[src/include/dec_defines.svh]
`ifndef DEC_DEFINES_SVH
`define DEC_DEFINES_SVH

// data and pc width
`define XLEN 32

// -------------------------------------------------------------------------
// rv32i major opcodes
// -------------------------------------------------------------------------
`define OP_LUI    7'b0110111
`define OP_AUIPC  7'b0010111
`define OP_JAL    7'b1101111
`define OP_JALR   7'b1100111
`define OP_BRANCH 7'b1100011
`define OP_LOAD   7'b0000011
`define OP_STORE  7'b0100011
`define OP_IMM    7'b0010011
`define OP_REG    7'b0110011

// immediate formats, decoder to immediate generator
`define SX_U 3'd0
`define SX_I 3'd1
`define SX_S 3'd2
`define SX_B 3'd3
`define SX_J 3'd4

// which sources an instruction reads
`define HZRD_OTHER   2'd0
`define HZRD_RS1     2'd1
`define HZRD_RS1_RS2 2'd2
// load: reads rs1, result only after memory
`define HZRD_LOAD    2'd3

// -------------------------------------------------------------------------
// alu operations
// -------------------------------------------------------------------------
`define ALU_ADD  4'd0
`define ALU_SUB  4'd1
`define ALU_SLL  4'd2
`define ALU_SLT  4'd3
`define ALU_SLTU 4'd4
`define ALU_XOR  4'd5
`define ALU_SRL  4'd6
`define ALU_OR   4'd7
`define ALU_AND  4'd8
`define ALU_SRA  4'd9

// branch conditions, same as funct3
`define CND_EQ   3'b000
`define CND_NE   3'b001
// unused funct3, marks a non-branch
`define CND_NONE 3'b010
`define CND_LT   3'b100
`define CND_GE   3'b101
`define CND_LTU  3'b110
`define CND_GEU  3'b111

// access sizes, same as funct3
`define MEM_B  3'b000
`define MEM_H  3'b001
`define MEM_W  3'b010
`define MEM_BU 3'b100
`define MEM_HU 3'b101

// operand and result select bits
`define MUX_NONE    6'b000000
`define MUX_A_PC    6'b000001
`define MUX_B_IMM   6'b000010
`define MUX_RES_ALU 6'b000100
`define MUX_RES_MEM 6'b001000
`define MUX_RES_PC4 6'b010000
`define MUX_RES_IMM 6'b100000

`endif

[src/verilog/dec_pkg.sv]
package dec_pkg;

	// register-register layout, also the common opcode view
	typedef struct packed {
		logic [6:0] funct7;
		logic [4:0] rs2;
		logic [4:0] rs1;
		logic [2:0] funct3;
		logic [4:0] rd;
		logic [6:0] opcode;
	} r_fmt_t;

	// immediate, loads, jalr
	typedef struct packed {
		logic [11:0] imm_11_0;
		logic [4:0]  rs1;
		logic [2:0]  funct3;
		logic [4:0]  rd;
		logic [6:0]  opcode;
	} i_fmt_t;

	// stores
	typedef struct packed {
		logic [6:0] imm_11_5;
		logic [4:0] rs2;
		logic [4:0] rs1;
		logic [2:0] funct3;
		logic [4:0] imm_4_0;
		logic [6:0] opcode;
	} s_fmt_t;

	// branches, offset bits scattered
	typedef struct packed {
		logic       imm_12;
		logic [5:0] imm_10_5;
		logic [4:0] rs2;
		logic [4:0] rs1;
		logic [2:0] funct3;
		logic [3:0] imm_4_1;
		logic       imm_11;
		logic [6:0] opcode;
	} b_fmt_t;

	// lui, auipc
	typedef struct packed {
		logic [19:0] imm_31_12;
		logic [4:0]  rd;
		logic [6:0]  opcode;
	} u_fmt_t;

	// jal
	typedef struct packed {
		logic       imm_20;
		logic [9:0] imm_10_1;
		logic       imm_11;
		logic [7:0] imm_19_12;
		logic [4:0] rd;
		logic [6:0] opcode;
	} j_fmt_t;

	// one fetched word, six views
	typedef union packed {
		r_fmt_t r;
		i_fmt_t i;
		s_fmt_t s;
		b_fmt_t b;
		u_fmt_t u;
		j_fmt_t j;
	} inst_word_t;

endpackage

[src/verilog/reg_file.sv]
`timescale 1ns/100ps
`include "dec_defines.svh"

module reg_file (
	input  logic             clk,
	input  logic             rst_n,
	input  logic [4:0]       rs1,
	input  logic [4:0]       rs2,
	input  logic [4:0]       rd,
	input  logic [`XLEN-1:0] wd,
	input  logic             we,
	output logic [`XLEN-1:0] src1,
	output logic [`XLEN-1:0] src2
);

	// x0 has no storage
	logic [`XLEN-1:0] regs [1:31];

	// write port, x0 writes dropped
	always_ff @(posedge clk) begin
		if (!rst_n) begin
			for (int k = 1; k < 32; k++) begin
				regs[k] <= '0;
			end
		end else if (we && rd != 5'd0) begin
			regs[rd] <= wd;
		end
	end

	// read ports
	// same-cycle writeback forwarded ahead of the array
	assign src1 = (rs1 == 5'd0) ? '0 :
		(we && rd == rs1) ? wd : regs[rs1];
	assign src2 = (rs2 == 5'd0) ? '0 :
		(we && rd == rs2) ? wd : regs[rs2];

endmodule

[src/verilog/inst_ctrl.sv]
`timescale 1ns/100ps
`include "dec_defines.svh"

module inst_ctrl (
	input  dec_pkg::inst_word_t inst,
	output logic [2:0]          wb_sx_op,
	output logic [5:0]          mux_bus,
	output logic [3:0]          alu_op,
	output logic [2:0]          alu_cnd,
	output logic                we,
	output logic                mem_val,
	output logic                mem_store,
	output logic [2:0]          mem_size,
	output logic [2:0]          sx_op,
	output logic [1:0]          haz_cmd
);

	import dec_pkg::*;

	// opcode, funct3, funct7 view
	r_fmt_t f;

	assign f = inst.r;

	// funct3 to alu op
	// alt is funct7 bit 5, sub only for register form
	function automatic logic [3:0] alu_sel(input logic [2:0] f3, input logic alt,
		input logic is_reg);
		logic [3:0] op;
		case (f3)
			3'b000: op = (alt && is_reg) ? `ALU_SUB : `ALU_ADD;
			3'b001: op = `ALU_SLL;
			3'b010: op = `ALU_SLT;
			3'b011: op = `ALU_SLTU;
			3'b100: op = `ALU_XOR;
			3'b101: op = alt ? `ALU_SRA : `ALU_SRL;
			3'b110: op = `ALU_OR;
			default: op = `ALU_AND;
		endcase
		return op;
	endfunction

	// -------------------------------------------------------------------------
	// main decode
	// -------------------------------------------------------------------------
	always_comb begin
		// defaults give a no-op
		wb_sx_op  = `MEM_W;
		mux_bus   = `MUX_NONE;
		alu_op    = `ALU_ADD;
		alu_cnd   = `CND_NONE;
		we        = 1'b0;
		mem_val   = 1'b0;
		mem_store = 1'b0;
		mem_size  = `MEM_W;
		sx_op     = `SX_I;
		haz_cmd   = `HZRD_OTHER;
		case (f.opcode)
			`OP_LUI: begin
				we      = 1'b1;
				sx_op   = `SX_U;
				mux_bus = `MUX_B_IMM | `MUX_RES_IMM;
			end
			`OP_AUIPC: begin
				we      = 1'b1;
				sx_op   = `SX_U;
				mux_bus = `MUX_A_PC | `MUX_B_IMM | `MUX_RES_ALU;
			end
			`OP_JAL: begin
				// alu forms the target, rd gets pc+4
				we      = 1'b1;
				sx_op   = `SX_J;
				mux_bus = `MUX_A_PC | `MUX_B_IMM | `MUX_RES_PC4;
			end
			`OP_JALR: begin
				we      = 1'b1;
				sx_op   = `SX_I;
				mux_bus = `MUX_B_IMM | `MUX_RES_PC4;
				haz_cmd = `HZRD_RS1;
			end
			`OP_BRANCH: begin
				// target on the alu, compare on src1/src2
				sx_op   = `SX_B;
				alu_cnd = f.funct3;
				mux_bus = `MUX_A_PC | `MUX_B_IMM;
				haz_cmd = `HZRD_RS1_RS2;
			end
			`OP_LOAD: begin
				we       = 1'b1;
				mem_val  = 1'b1;
				mem_size = f.funct3;
				wb_sx_op = f.funct3;
				sx_op    = `SX_I;
				mux_bus  = `MUX_B_IMM | `MUX_RES_MEM;
				haz_cmd  = `HZRD_LOAD;
			end
			`OP_STORE: begin
				mem_val   = 1'b1;
				mem_store = 1'b1;
				mem_size  = f.funct3;
				sx_op     = `SX_S;
				mux_bus   = `MUX_B_IMM;
				haz_cmd   = `HZRD_RS1_RS2;
			end
			`OP_IMM: begin
				we      = 1'b1;
				sx_op   = `SX_I;
				alu_op  = alu_sel(f.funct3, f.funct7[5], 1'b0);
				mux_bus = `MUX_B_IMM | `MUX_RES_ALU;
				haz_cmd = `HZRD_RS1;
			end
			`OP_REG: begin
				we      = 1'b1;
				alu_op  = alu_sel(f.funct3, f.funct7[5], 1'b1);
				mux_bus = `MUX_RES_ALU;
				haz_cmd = `HZRD_RS1_RS2;
			end
			default: begin
				// unknown opcode stays a no-op
			end
		endcase
	end

endmodule

[src/verilog/hazard_unit.sv]
`timescale 1ns/100ps
`include "dec_defines.svh"

module hazard_unit (
	input  logic       clk,
	input  logic       rst_n,
	input  logic       inst_ack,
	input  logic [1:0] haz_cmd_now,
	input  logic [4:0] rs1_now,
	input  logic [4:0] rs2_now,
	input  logic [4:0] rd_q,
	input  logic [1:0] haz_cmd_q,
	input  logic       valid,
	output logic       bubble
);

	logic started;
	logic uses_rs1;
	logic uses_rs2;
	logic load_use;

	// no stall before the first fetch after reset
	always_ff @(posedge clk) begin
		if (!rst_n) begin
			started <= 1'b0;
		end else begin
			started <= 1'b1;
		end
	end

	// a load reads rs1 as well
	assign uses_rs1 = (haz_cmd_now != `HZRD_OTHER);
	assign uses_rs2 = (haz_cmd_now == `HZRD_RS1_RS2);

	// load ahead whose rd feeds decode
	assign load_use = valid && (haz_cmd_q == `HZRD_LOAD) && (rd_q != 5'd0) &&
		((uses_rs1 && rd_q == rs1_now) || (uses_rs2 && rd_q == rs2_now));

	// fetch miss or load-use
	assign bubble = started && (!inst_ack || load_use);

endmodule

[src/verilog/dec_stage.sv]
`timescale 1ns/100ps
`include "dec_defines.svh"

module dec_stage (
	input  logic                clk,
	input  logic                rst_n,
	input  logic                enb,
	input  logic                kill,
	input  logic                bubble,
	input  dec_pkg::inst_word_t inst,
	input  logic [`XLEN-1:0]    pc,
	input  logic [`XLEN-1:0]    pc_4,
	input  logic                wb_we,
	input  logic [4:0]          wb_rd,
	input  logic [`XLEN-1:0]    wb_data,
	output logic [1:0]          haz_cmd_now,
	output logic [4:0]          rs1_now,
	output logic [4:0]          rs2_now,
	output logic [2:0]          wb_sx_op,
	output logic [5:0]          mux_bus,
	output logic                we,
	output logic [3:0]          alu_op,
	output logic [2:0]          alu_cnd,
	output logic                mem_val,
	output logic                mem_store,
	output logic [2:0]          mem_size,
	output logic [`XLEN-1:0]    src1,
	output logic [`XLEN-1:0]    src2,
	output logic [`XLEN-1:0]    imm,
	output logic [`XLEN-1:0]    pc_q,
	output logic [`XLEN-1:0]    pc_4_q,
	output logic [4:0]          rs1_q,
	output logic [4:0]          rs2_q,
	output logic [4:0]          rd_q,
	output logic [1:0]          haz_cmd_q,
	output logic                valid
);

	import dec_pkg::*;

	// format views of the fetched word
	i_fmt_t i_f;
	s_fmt_t s_f;
	b_fmt_t b_f;
	u_fmt_t u_f;
	j_fmt_t j_f;

	// decoder outputs
	logic [2:0]       wb_sx_op_c;
	logic [5:0]       mux_bus_c;
	logic [3:0]       alu_op_c;
	logic [2:0]       alu_cnd_c;
	logic             we_c;
	logic             mem_val_c;
	logic             mem_store_c;
	logic [2:0]       mem_size_c;
	logic [2:0]       sx_op_c;
	logic [`XLEN-1:0] src1_c;
	logic [`XLEN-1:0] src2_c;
	logic [`XLEN-1:0] imm_c;

	assign i_f = inst.i;
	assign s_f = inst.s;
	assign b_f = inst.b;
	assign u_f = inst.u;
	assign j_f = inst.j;

	// source fields sit at the same bits in every format
	assign rs1_now = i_f.rs1;
	assign rs2_now = s_f.rs2;

	reg_file i_reg_file (
		.clk  (clk),
		.rst_n(rst_n),
		.rs1  (rs1_now),
		.rs2  (rs2_now),
		.rd   (wb_rd),
		.wd   (wb_data),
		.we   (wb_we),
		.src1 (src1_c),
		.src2 (src2_c)
	);

	inst_ctrl i_inst_ctrl (
		.inst     (inst),
		.wb_sx_op (wb_sx_op_c),
		.mux_bus  (mux_bus_c),
		.alu_op   (alu_op_c),
		.alu_cnd  (alu_cnd_c),
		.we       (we_c),
		.mem_val  (mem_val_c),
		.mem_store(mem_store_c),
		.mem_size (mem_size_c),
		.sx_op    (sx_op_c),
		.haz_cmd  (haz_cmd_now)
	);

	// -------------------------------------------------------------------------
	// immediate generator
	// -------------------------------------------------------------------------
	always_comb begin
		case (sx_op_c)
			`SX_U: imm_c = {u_f.imm_31_12, 12'b0};
			`SX_I: imm_c = {{20{i_f.imm_11_0[11]}}, i_f.imm_11_0};
			`SX_S: imm_c = {{20{s_f.imm_11_5[6]}}, s_f.imm_11_5, s_f.imm_4_0};
			// halfword offsets, bit 0 always zero
			`SX_B: imm_c = {{19{b_f.imm_12}}, b_f.imm_12, b_f.imm_11,
				b_f.imm_10_5, b_f.imm_4_1, 1'b0};
			`SX_J: imm_c = {{11{j_f.imm_20}}, j_f.imm_20, j_f.imm_19_12,
				j_f.imm_11, j_f.imm_10_1, 1'b0};
			default: imm_c = '0;
		endcase
	end

	// -------------------------------------------------------------------------
	// execute-bound register
	// -------------------------------------------------------------------------
	// control part, kill beats enb
	always_ff @(posedge clk) begin
		if (!rst_n || kill || (enb && bubble)) begin
			valid     <= 1'b0;
			we        <= 1'b0;
			mem_val   <= 1'b0;
			haz_cmd_q <= `HZRD_OTHER;
		end else if (enb) begin
			valid     <= 1'b1;
			we        <= we_c;
			mem_val   <= mem_val_c;
			haz_cmd_q <= haz_cmd_now;
		end
	end

	// payload, only meaningful with valid
	always_ff @(posedge clk) begin
		if (enb) begin
			wb_sx_op  <= wb_sx_op_c;
			mux_bus   <= mux_bus_c;
			alu_op    <= alu_op_c;
			alu_cnd   <= alu_cnd_c;
			mem_store <= mem_store_c;
			mem_size  <= mem_size_c;
			src1      <= src1_c;
			src2      <= src2_c;
			imm       <= imm_c;
			pc_q      <= pc;
			pc_4_q    <= pc_4;
			rs1_q     <= rs1_now;
			rs2_q     <= rs2_now;
			rd_q      <= u_f.rd;
		end
	end

endmodule

[src/verilog/dec_top.sv]
`timescale 1ns/100ps
`include "dec_defines.svh"

module dec_top (
	input  logic                clk,
	input  logic                rst_n,
	input  dec_pkg::inst_word_t inst,
	input  logic                inst_ack,
	input  logic [`XLEN-1:0]    pc,
	input  logic [`XLEN-1:0]    pc_4,
	input  logic                wb_we,
	input  logic [4:0]          wb_rd,
	input  logic [`XLEN-1:0]    wb_data,
	input  logic                enb,
	input  logic                kill,
	output logic [2:0]          wb_sx_op,
	output logic [5:0]          mux_bus,
	output logic                we,
	output logic [3:0]          alu_op,
	output logic [2:0]          alu_cnd,
	output logic                mem_val,
	output logic                mem_store,
	output logic [2:0]          mem_size,
	output logic [`XLEN-1:0]    src1,
	output logic [`XLEN-1:0]    src2,
	output logic [`XLEN-1:0]    imm,
	output logic [`XLEN-1:0]    pc_q,
	output logic [`XLEN-1:0]    pc_4_q,
	output logic [4:0]          rs1_q,
	output logic [4:0]          rs2_q,
	output logic [4:0]          rd_q,
	output logic [1:0]          haz_cmd_q,
	output logic                valid,
	output logic                stall
);

	// decode to hazard, current instruction
	logic [1:0] haz_cmd_now;
	logic [4:0] rs1_now;
	logic [4:0] rs2_now;

	// stall doubles as the bubble into decode
	dec_stage i_dec_stage (
		.clk        (clk),
		.rst_n      (rst_n),
		.enb        (enb),
		.kill       (kill),
		.bubble     (stall),
		.inst       (inst),
		.pc         (pc),
		.pc_4       (pc_4),
		.wb_we      (wb_we),
		.wb_rd      (wb_rd),
		.wb_data    (wb_data),
		.haz_cmd_now(haz_cmd_now),
		.rs1_now    (rs1_now),
		.rs2_now    (rs2_now),
		.wb_sx_op   (wb_sx_op),
		.mux_bus    (mux_bus),
		.we         (we),
		.alu_op     (alu_op),
		.alu_cnd    (alu_cnd),
		.mem_val    (mem_val),
		.mem_store  (mem_store),
		.mem_size   (mem_size),
		.src1       (src1),
		.src2       (src2),
		.imm        (imm),
		.pc_q       (pc_q),
		.pc_4_q     (pc_4_q),
		.rs1_q      (rs1_q),
		.rs2_q      (rs2_q),
		.rd_q       (rd_q),
		.haz_cmd_q  (haz_cmd_q),
		.valid      (valid)
	);

	hazard_unit i_hazard_unit (
		.clk        (clk),
		.rst_n      (rst_n),
		.inst_ack   (inst_ack),
		.haz_cmd_now(haz_cmd_now),
		.rs1_now    (rs1_now),
		.rs2_now    (rs2_now),
		.rd_q       (rd_q),
		.haz_cmd_q  (haz_cmd_q),
		.valid      (valid),
		.bubble     (stall)
	);

endmodule

[config.mk]
export PLATFORM = sky130hd
export DESIGN_NAME = dec_top
export DESIGN_NICKNAME = d
export VERILOG_FILES = /design/src/verilog/dec_pkg.sv /design/src/verilog/reg_file.sv /design/src/verilog/inst_ctrl.sv /design/src/verilog/hazard_unit.sv /design/src/verilog/dec_stage.sv /design/src/verilog/dec_top.sv
export VERILOG_INCLUDE_DIRS = /design/src /design/src/include
export SDC_FILE = /design/constraint.sdc
export NUM_CORES = 2
export LEC_CHECK = 0
export ABC_AREA = 0
export CAP_MARGIN = 40
export CORE_MARGIN = 4
export CORE_UTILIZATION = 40
export DETAILED_ROUTE_END_ITERATION = 6
export DONT_BUFFER_PORTS = 1
export HOLD_SLACK_MARGIN = 0.15
export PLACE_DENSITY = 0.54
export SLEW_MARGIN = 5
export SYNTH_ARGS = -nofsm -noshare
export SYNTH_HDL_FRONTEND = slang
export SYNTH_HIERARCHICAL = 1
export SYNTH_SLANG_ARGS = --single-unit
[constraint.sdc]
create_clock -name clk -period 5.2 [get_ports clk]
set_input_delay 0.52 -clock clk [delete_from_list [all_inputs] [get_ports clk]]
set_output_delay 0.52 -clock clk [all_outputs]
set_load 0.01 [all_outputs]
# After elaboration in Yosys (flattened, before gate mapping)
# Memories as Yosys holds them, arrays and structs flattened.
# Cells that the tools add are included.
[word_totals]
ram_bits = 992
input_bits = 139
register_bits = 201
memories = 1
wordCells = 96
out_inout_bits = 201
[memory_table]
columns = ["memory", "words", "width", "read_ports", "rd_clocked_by_memory_dff", "write_ports", "line_no", "text"]
rows = [
  ["i_dec_stage.i_reg_file.regs", 31, 32, 2, 0, 31, "reg_file.sv:17", "logic [`XLEN-1:0] regs [1:31];"],
]
[op_classes]
mux = 22
reduce_logical = 29
eq_ne = 25
[op_table]
columns = ["cell", "count"]
rows = [
  ["$pmux 32 s5", 1],
  ["$mux 32", 3],
  ["$pmux 4 s7", 2],
  ["$pmux 6 s9", 1],
  ["$reduce_or 32->1", 1],
  ["$eq 7x6->1 const B", 3],
  ["$eq 7x7->1 const B", 3],
  ["$eq 5x5->1", 4],
  ["$eq 7x5->1 const B", 2],
  ["$eq 3x2->1 const B", 4],
  ["$eq 3x3->1 const B", 4],
  ["$pmux 3 s4", 1],
  ["$logic_and 1x1->1", 10],
  ["$logic_not 5->1", 2],
  ["$mux 1", 10],
  ["$reduce_bool 5->1", 2],
  ["$pmux 4 s2", 1],
  ["$eq 7x2->1 const B", 1],
  ["$reduce_or 7->1", 1],
  ["$eq 3x1->1 const B", 2],
  ["$logic_not 3->1", 2],
  ["$pmux 2 s3", 1],
  ["$reduce_or 2->1", 3],
  ["$mux 5", 1],
  ["6 further kinds", 11],
]

# Depth between registers and ports, before layout
[depth]
word_depth = 11
ltp_mapped = 10

# Modules after synthesis
# Netlist, hierarchy kept.
[by_module_without_submodules]
columns = ["mod", "area_per_inst_um2", "cells_per_inst", "instances"]
rows = [
  ["reg_file", 54681.2, 3742, 1],
  ["dec_stage", 6789.0, 301, 1],
  ["inst_ctrl", 379.1, 68, 1],
  ["hazard_unit", 176.4, 22, 1],
]

# Worst setup path after synthesis
# OpenSTA, ideal clock, no wires.
[synth_path]
path_kind = "input to register"
start = "input port wb_rd[3]"
end = "memory i_dec_stage/i_reg_file/regs[7][0] (netlist name) (enable)"
slack_ns = 1.122
t_required_ns = 4.734
arrival_ns = 3.612
cell_stages = 4
cell_sequence = "buf_2 or3b_2 clkbuf_1 o21ai_0"
[synth_rtl]
columns = ["element", "line_no", "text"]
rows = [
  ["from (decl)", "dec_top.sv:12", "input logic [4:0] wb_rd,"],
  ["to (decl)", "reg_file.sv:17", ""],
]

# Worst setup path in the final report
[layout_path]
start = "input port inst[20] (netlist name)"
end = "register i_dec_stage.src2[21], data pin"
[layout_via]
elab_chain_len = 3
word_cells_on_any_way = 5
cone_classes = "eq/ne (1); mux (1); reduce/logical (2); memory (1)"
[layout_rtl]
columns = ["element", "line_no", "text"]
rows = [
  ["from (decl)", "dec_top.sv:7", "input dec_pkg::inst_word_t inst,"],
  ["parallel branches: the longest is 3 deep, another holds $mem_v2 31x32", "-", ""],
  ["to (signal assigned)", "dec_stage.sv:143", "src2 <= src2_c;"],
  ["to (decl)", "dec_stage.sv:28", "output logic [`XLEN-1:0] src2,"],
]
# Several ways; the timed one is not identified.
# A chain may end at the register's enable or synchronous reset.

==> insert_results.sql <==
INSERT INTO impl_metrics (metric_group, metric, value, unit) VALUES
('run_status', 'status', 'complete, but fails checks', ''),
('run_status', 'violations_in_the_final_reports', 'slew limit', ''),
('global_route', 'grt_pass1_vias', '38900', ''),
('synthesis', 'yosysTopAreaCell', 'sky130_fd_sc_hd__edfxtp_1', ''),
('timing', 'fmax', '194', 'MHz'),
('critical_path', 'critical_path_class', 'input pin to register', ''),
('synthesis', 'synth_top_area_share', '59.0', '%'),
('synthesis', 'synth_edf_count', '1219', ''),
('job', 'number_of_violations_of_the_max_capacitance_limit', '0', ''),
('clock_tree', 'cts_htree_levels', '4', ''),
('floorplan', 'initial_utilization', '40.3', '%'),
('critical_path', 'worst_r2r_startpoint', 'i_dec_stage/i_reg_file/regs[9][14]', ''),
('timing', 'transition_time_at_the_pin_with_the_least_slew_margin', '4.21', 'ns'),
('routing', 'detail-route-antenna-nets', '0', ''),
('layout', 'finish.net_count', '4303', ''),
('placement', 'gp_congestion', '0.849', ''),
('floorplan', 'core_ar', '0.154', 'mm2'),
('critical_path', 'rr_worst_depth', '5', ''),
('synthesis', 'synth_mux_area_share', '18.7', '%'),
('routing', 'post_drt_via_cell_ratio', '6.35', ''),
('worst_hold_path', 'hp-class', 'input pin to register', ''),
('layout', 'post_route_cells_drive_above_1_share', '19.8', '%'),
('critical_path', 'worst_path_dominant_cell_family', 'multiplexers', ''),
('layout', 'flow.area_growth_from_synthesis', '14.6', '%'),
('placement', 'dp_hpwl', '140000', 'um'),
('layout', 'num-fill-cells', '13300', ''),
('global_route', 'global_route.usage.total', '28.5', '%'),
('clock_tree', 'cts.repair_timing.setup_buffer_count', '0', ''),
('global_route', 'grt_max_degree', '325', ''),
('routing', 'drc_errors', '0', ''),
('floorplan', 'dieArea', '0.161', 'mm2'),
('synthesis', 'synth_compound_area_share', '6.61', '%'),
('routing', 'wire_length_reported_by_the_detailed_router', '235000', 'um'),
('floorplan', 'die_width', '402', 'um'),
('synthesis', 'yosysWarnings', '6', ''),
('worst_hold_path', 'holdCritStartpoint', 'inst[19]', ''),
('clock_tree', 'numCtsBuffers', '140', ''),
('routing', 'route.vias.total', '40200', ''),
('power_and_ir_drop', 'vdd.ir_drop.worst', '0.372', 'mV'),
('critical_path', 'timing.critical_path.buf_inv', '1', ''),
('timing', 'slew_headroom', '-181', '%'),
('synthesis', 'post_synth.cell_area_avg', '15.0', 'um2'),
('critical_path', 'worst_path_max_delay_cell', 'sky130_fd_sc_hd__mux4_2', ''),
('routing', 'detail_route.first_pass.iterations', '5', ''),
('timing', 'setup_tns', '0', 'ns'),
('synthesis', 'ys_seq_elements', '1225', ''),
('timing', 'unrepaired_setup_endpoints_after_global_routing', 'no', ''),
('global_route', 'grt_antenna_before_repair', '21', ''),
('power_and_ir_drop', 'total_power', '23800', 'uW'),
('synthesis', 'synth_async_sr_flop_share', '0', '%'),
('clock_tree', 'tritoncts_num_sinks', '1225', ''),
('global_route', 'globalRoute.totalOverflow', '0', ''),
('timing', 'report.final.slew_viol_count', '351', ''),
('placement', 'numPortBuffers', '0', ''),
('synthesis', 'post_synth_num_cell_types', '73', ''),
('synthesis', 'syn_inst', '4133', ''),
('synthesis', 'synth_commonest_cells', '1219 x sky130_fd_sc_hd__edfxtp_1, 995 x sky130_fd_sc_hd__and2_1, 388 x sky130_fd_sc_hd__mux4_2', ''),
('critical_path', 'data_arrival_time_of_the_critical_path', '5.71', 'ns'),
('timing', 'min_period', '5.16', 'ns'),
('global_route', 'grt_first_pass_wirelength', '324000', 'um'),
('synthesis', 'netlist_area', '0.0620', 'mm2'),
('floorplan', 'fp.dieH', '402', 'um'),
('routing', 'wire_per_inst', '37.2', 'um'),
('timing', 'post-route-period-util', '99.3', '%'),
('synthesis', 'synthesized_area_fraction_occupied_by_xor_and_xnor_cells', '0.282', '%'),
('critical_path', 'critical_path.most_common_cell', 'sky130_fd_sc_hd__a22o_1', ''),
('timing', 'finalClockSkew', '0.0403', 'ns'),
('critical_path', 'path_length_in_cells_of_the_critical_path', '6', ''),
('worst_hold_path', 'min_delay_path_depth', '2', ''),
('power_and_ir_drop', 'areal_power_density_over_the_cells', '334', 'mW/mm2'),
('critical_path', 'critPathMaxFanout', '324', '');
cell usage in the layout, fill, tap and decap left out, drive strengths merged, types with 6 or more instances in the layout:
cell | netlist | final
edfxtp | 1219 | 1219
and2 | 997 | 997
mux4 | 388 | 388
mux2i | 282 | 282
clkbuf | 307 | 174
buf | 135 | 163
dlygate4sd3 | 0 | 137
a22oi | 133 | 133
a21oi | 90 | 90
clkinv | 0 | 64
nor2 | 58 | 58
a22o | 55 | 55
o221ai | 53 | 53
o21ai | 47 | 47
o22ai | 43 | 43
nand2 | 43 | 43
conb | 1 | 32
a2111oi | 24 | 24
nand2b | 23 | 23
xnor2 | 20 | 20
o221a | 18 | 18
nand3 | 15 | 15
nand3b | 13 | 13
a221o | 13 | 13
inv | 6 | 13
diode | 0 | 11
o211ai | 11 | 11
nor3 | 10 | 10
a32oi | 9 | 9
o2bb2ai | 8 | 8
a211oi | 8 | 8
nor3b | 8 | 8
a31oi | 8 | 8
nor2b | 8 | 8
a211o | 7 | 7
dfxtp | 6 | 6
worst reg2reg max path, delay by kind of cell, from the launching register on:
| family | cells | cell delay (ns) |
|---|---|---|
| flip-flops | 1 | 0.41 |
| multiplexers | 1 | 0.46 |
| AO/OA/AOI/OAI | 4 | 1.37 |
state kept, by name, indices dropped and copies added (netlist names):
signal / flops
i_dec_stage/we: 1
i_dec_stage/rd_q: 5
i_dec_stage/pc_4_q: 32
i_dec_stage/valid: 1
i_dec_stage/mem_val: 1
i_dec_stage/mux_bus: 6
i_dec_stage/alu_cnd: 3
i_dec_stage/rs2_q: 5
i_dec_stage/wb_sx_op: 3
i_dec_stage/mem_size: 3
i_dec_stage/haz_cmd_q: 2
i_dec_stage/rs1_q: 5
i_dec_stage/mem_store: 1
i_dec_stage/pc_q: 32
i_dec_stage/src1: 32
i_dec_stage/alu_op: 4
i_dec_stage/i_reg_file/regs: 1024
i_dec_stage/src2: 32
i_hazard_unit/started: 1
i_dec_stage/imm: 32
metrics by stage:
| stage | hold WS [ns] | worst slack (ns) | std cells | util [%] | cell area (um2) |
|---|---|---|---|---|---|
| 2_1_floorplan | 0.490 | 1.12 | 4164 | - | 62100 |
| 3_3_place_gp | 0.515 | 1.90 | 5867 | 41.7 | 64200 |
| 3_5_place_dp | 0.527 | 1.89 | 5894 | 42.0 | 64700 |
| 4_1_cts | 0.152 | 1.76 | 6308 | 46.0 | 70900 |
| 5_1_grt | 0.180 | 1.65 | 6320 | 46.1 | 71100 |
| 6_report | 0.223 | 0.0363 | 6328 | 46.2 | 71100 |
layout make-up:
class	instances	area (um2)	share of cell area [%]
Antenna cell	11	27.5	0.0387
Clock buffer	174	3720	5.23
Clock inverter	77	557	0.783
Inverter	6	22.5	0.0317
Multi-Input combinational cell	2491	24100	33.9
Sequential cell	1225	36700	51.7
Tap cell	2044	2560	3.60
Timing Repair Buffer	300	3390	4.77
path summary, 6_finish.rpt:
path | slack, ns | endpoint
setup / recovery | 0.04 | i_dec_stage/src2[21]
hold / removal | 0.22 | i_dec_stage/src1[8]
setup reg to reg | 2.71 | i_dec_stage/src2[14]
hold reg to reg | 0.55 | i_dec_stage/mem_val
power by group:
part           leakage (uW)  switching (uW)  total (uW)  internal [uW]
Clock               0.00208            4160        9440           5280
Sequential           0.0117             467       12000          11500
Combinational        0.0107            1280        2370           1090
kinds of logic after synthesis:
| family | count (synthesis) |
|---|---|
| mux | 675 |
| xor+xnor | 20 |
| other cells | 1 |
| fa+ha+maj | 1 |
| simple gates | 1209 |
| compound gates | 554 |
| buf+inv | 448 |
| flops | 1225 |
routing by layer:
layer | part of all wire (%) | vias up | GRT usage [%] | wire length, um
met1 | 40 | 21100 | 39.9 | 94600
met3 | 10 | 460 | 6.45 | 23900
met2 | 45 | 2536 | 43.3 | 106000
met5 | 0.0089 | - | 0 | 21
met4 | 4.6 | 4 | 11.7 | 10800
li1 | - | 16100 | - | -
repair_timing:
item,in CTS,in global routing
hold buffers,163,0
resized for setup,0,0
hold endpoints to repair,1435,0
(Power assumes the default switching activity.)
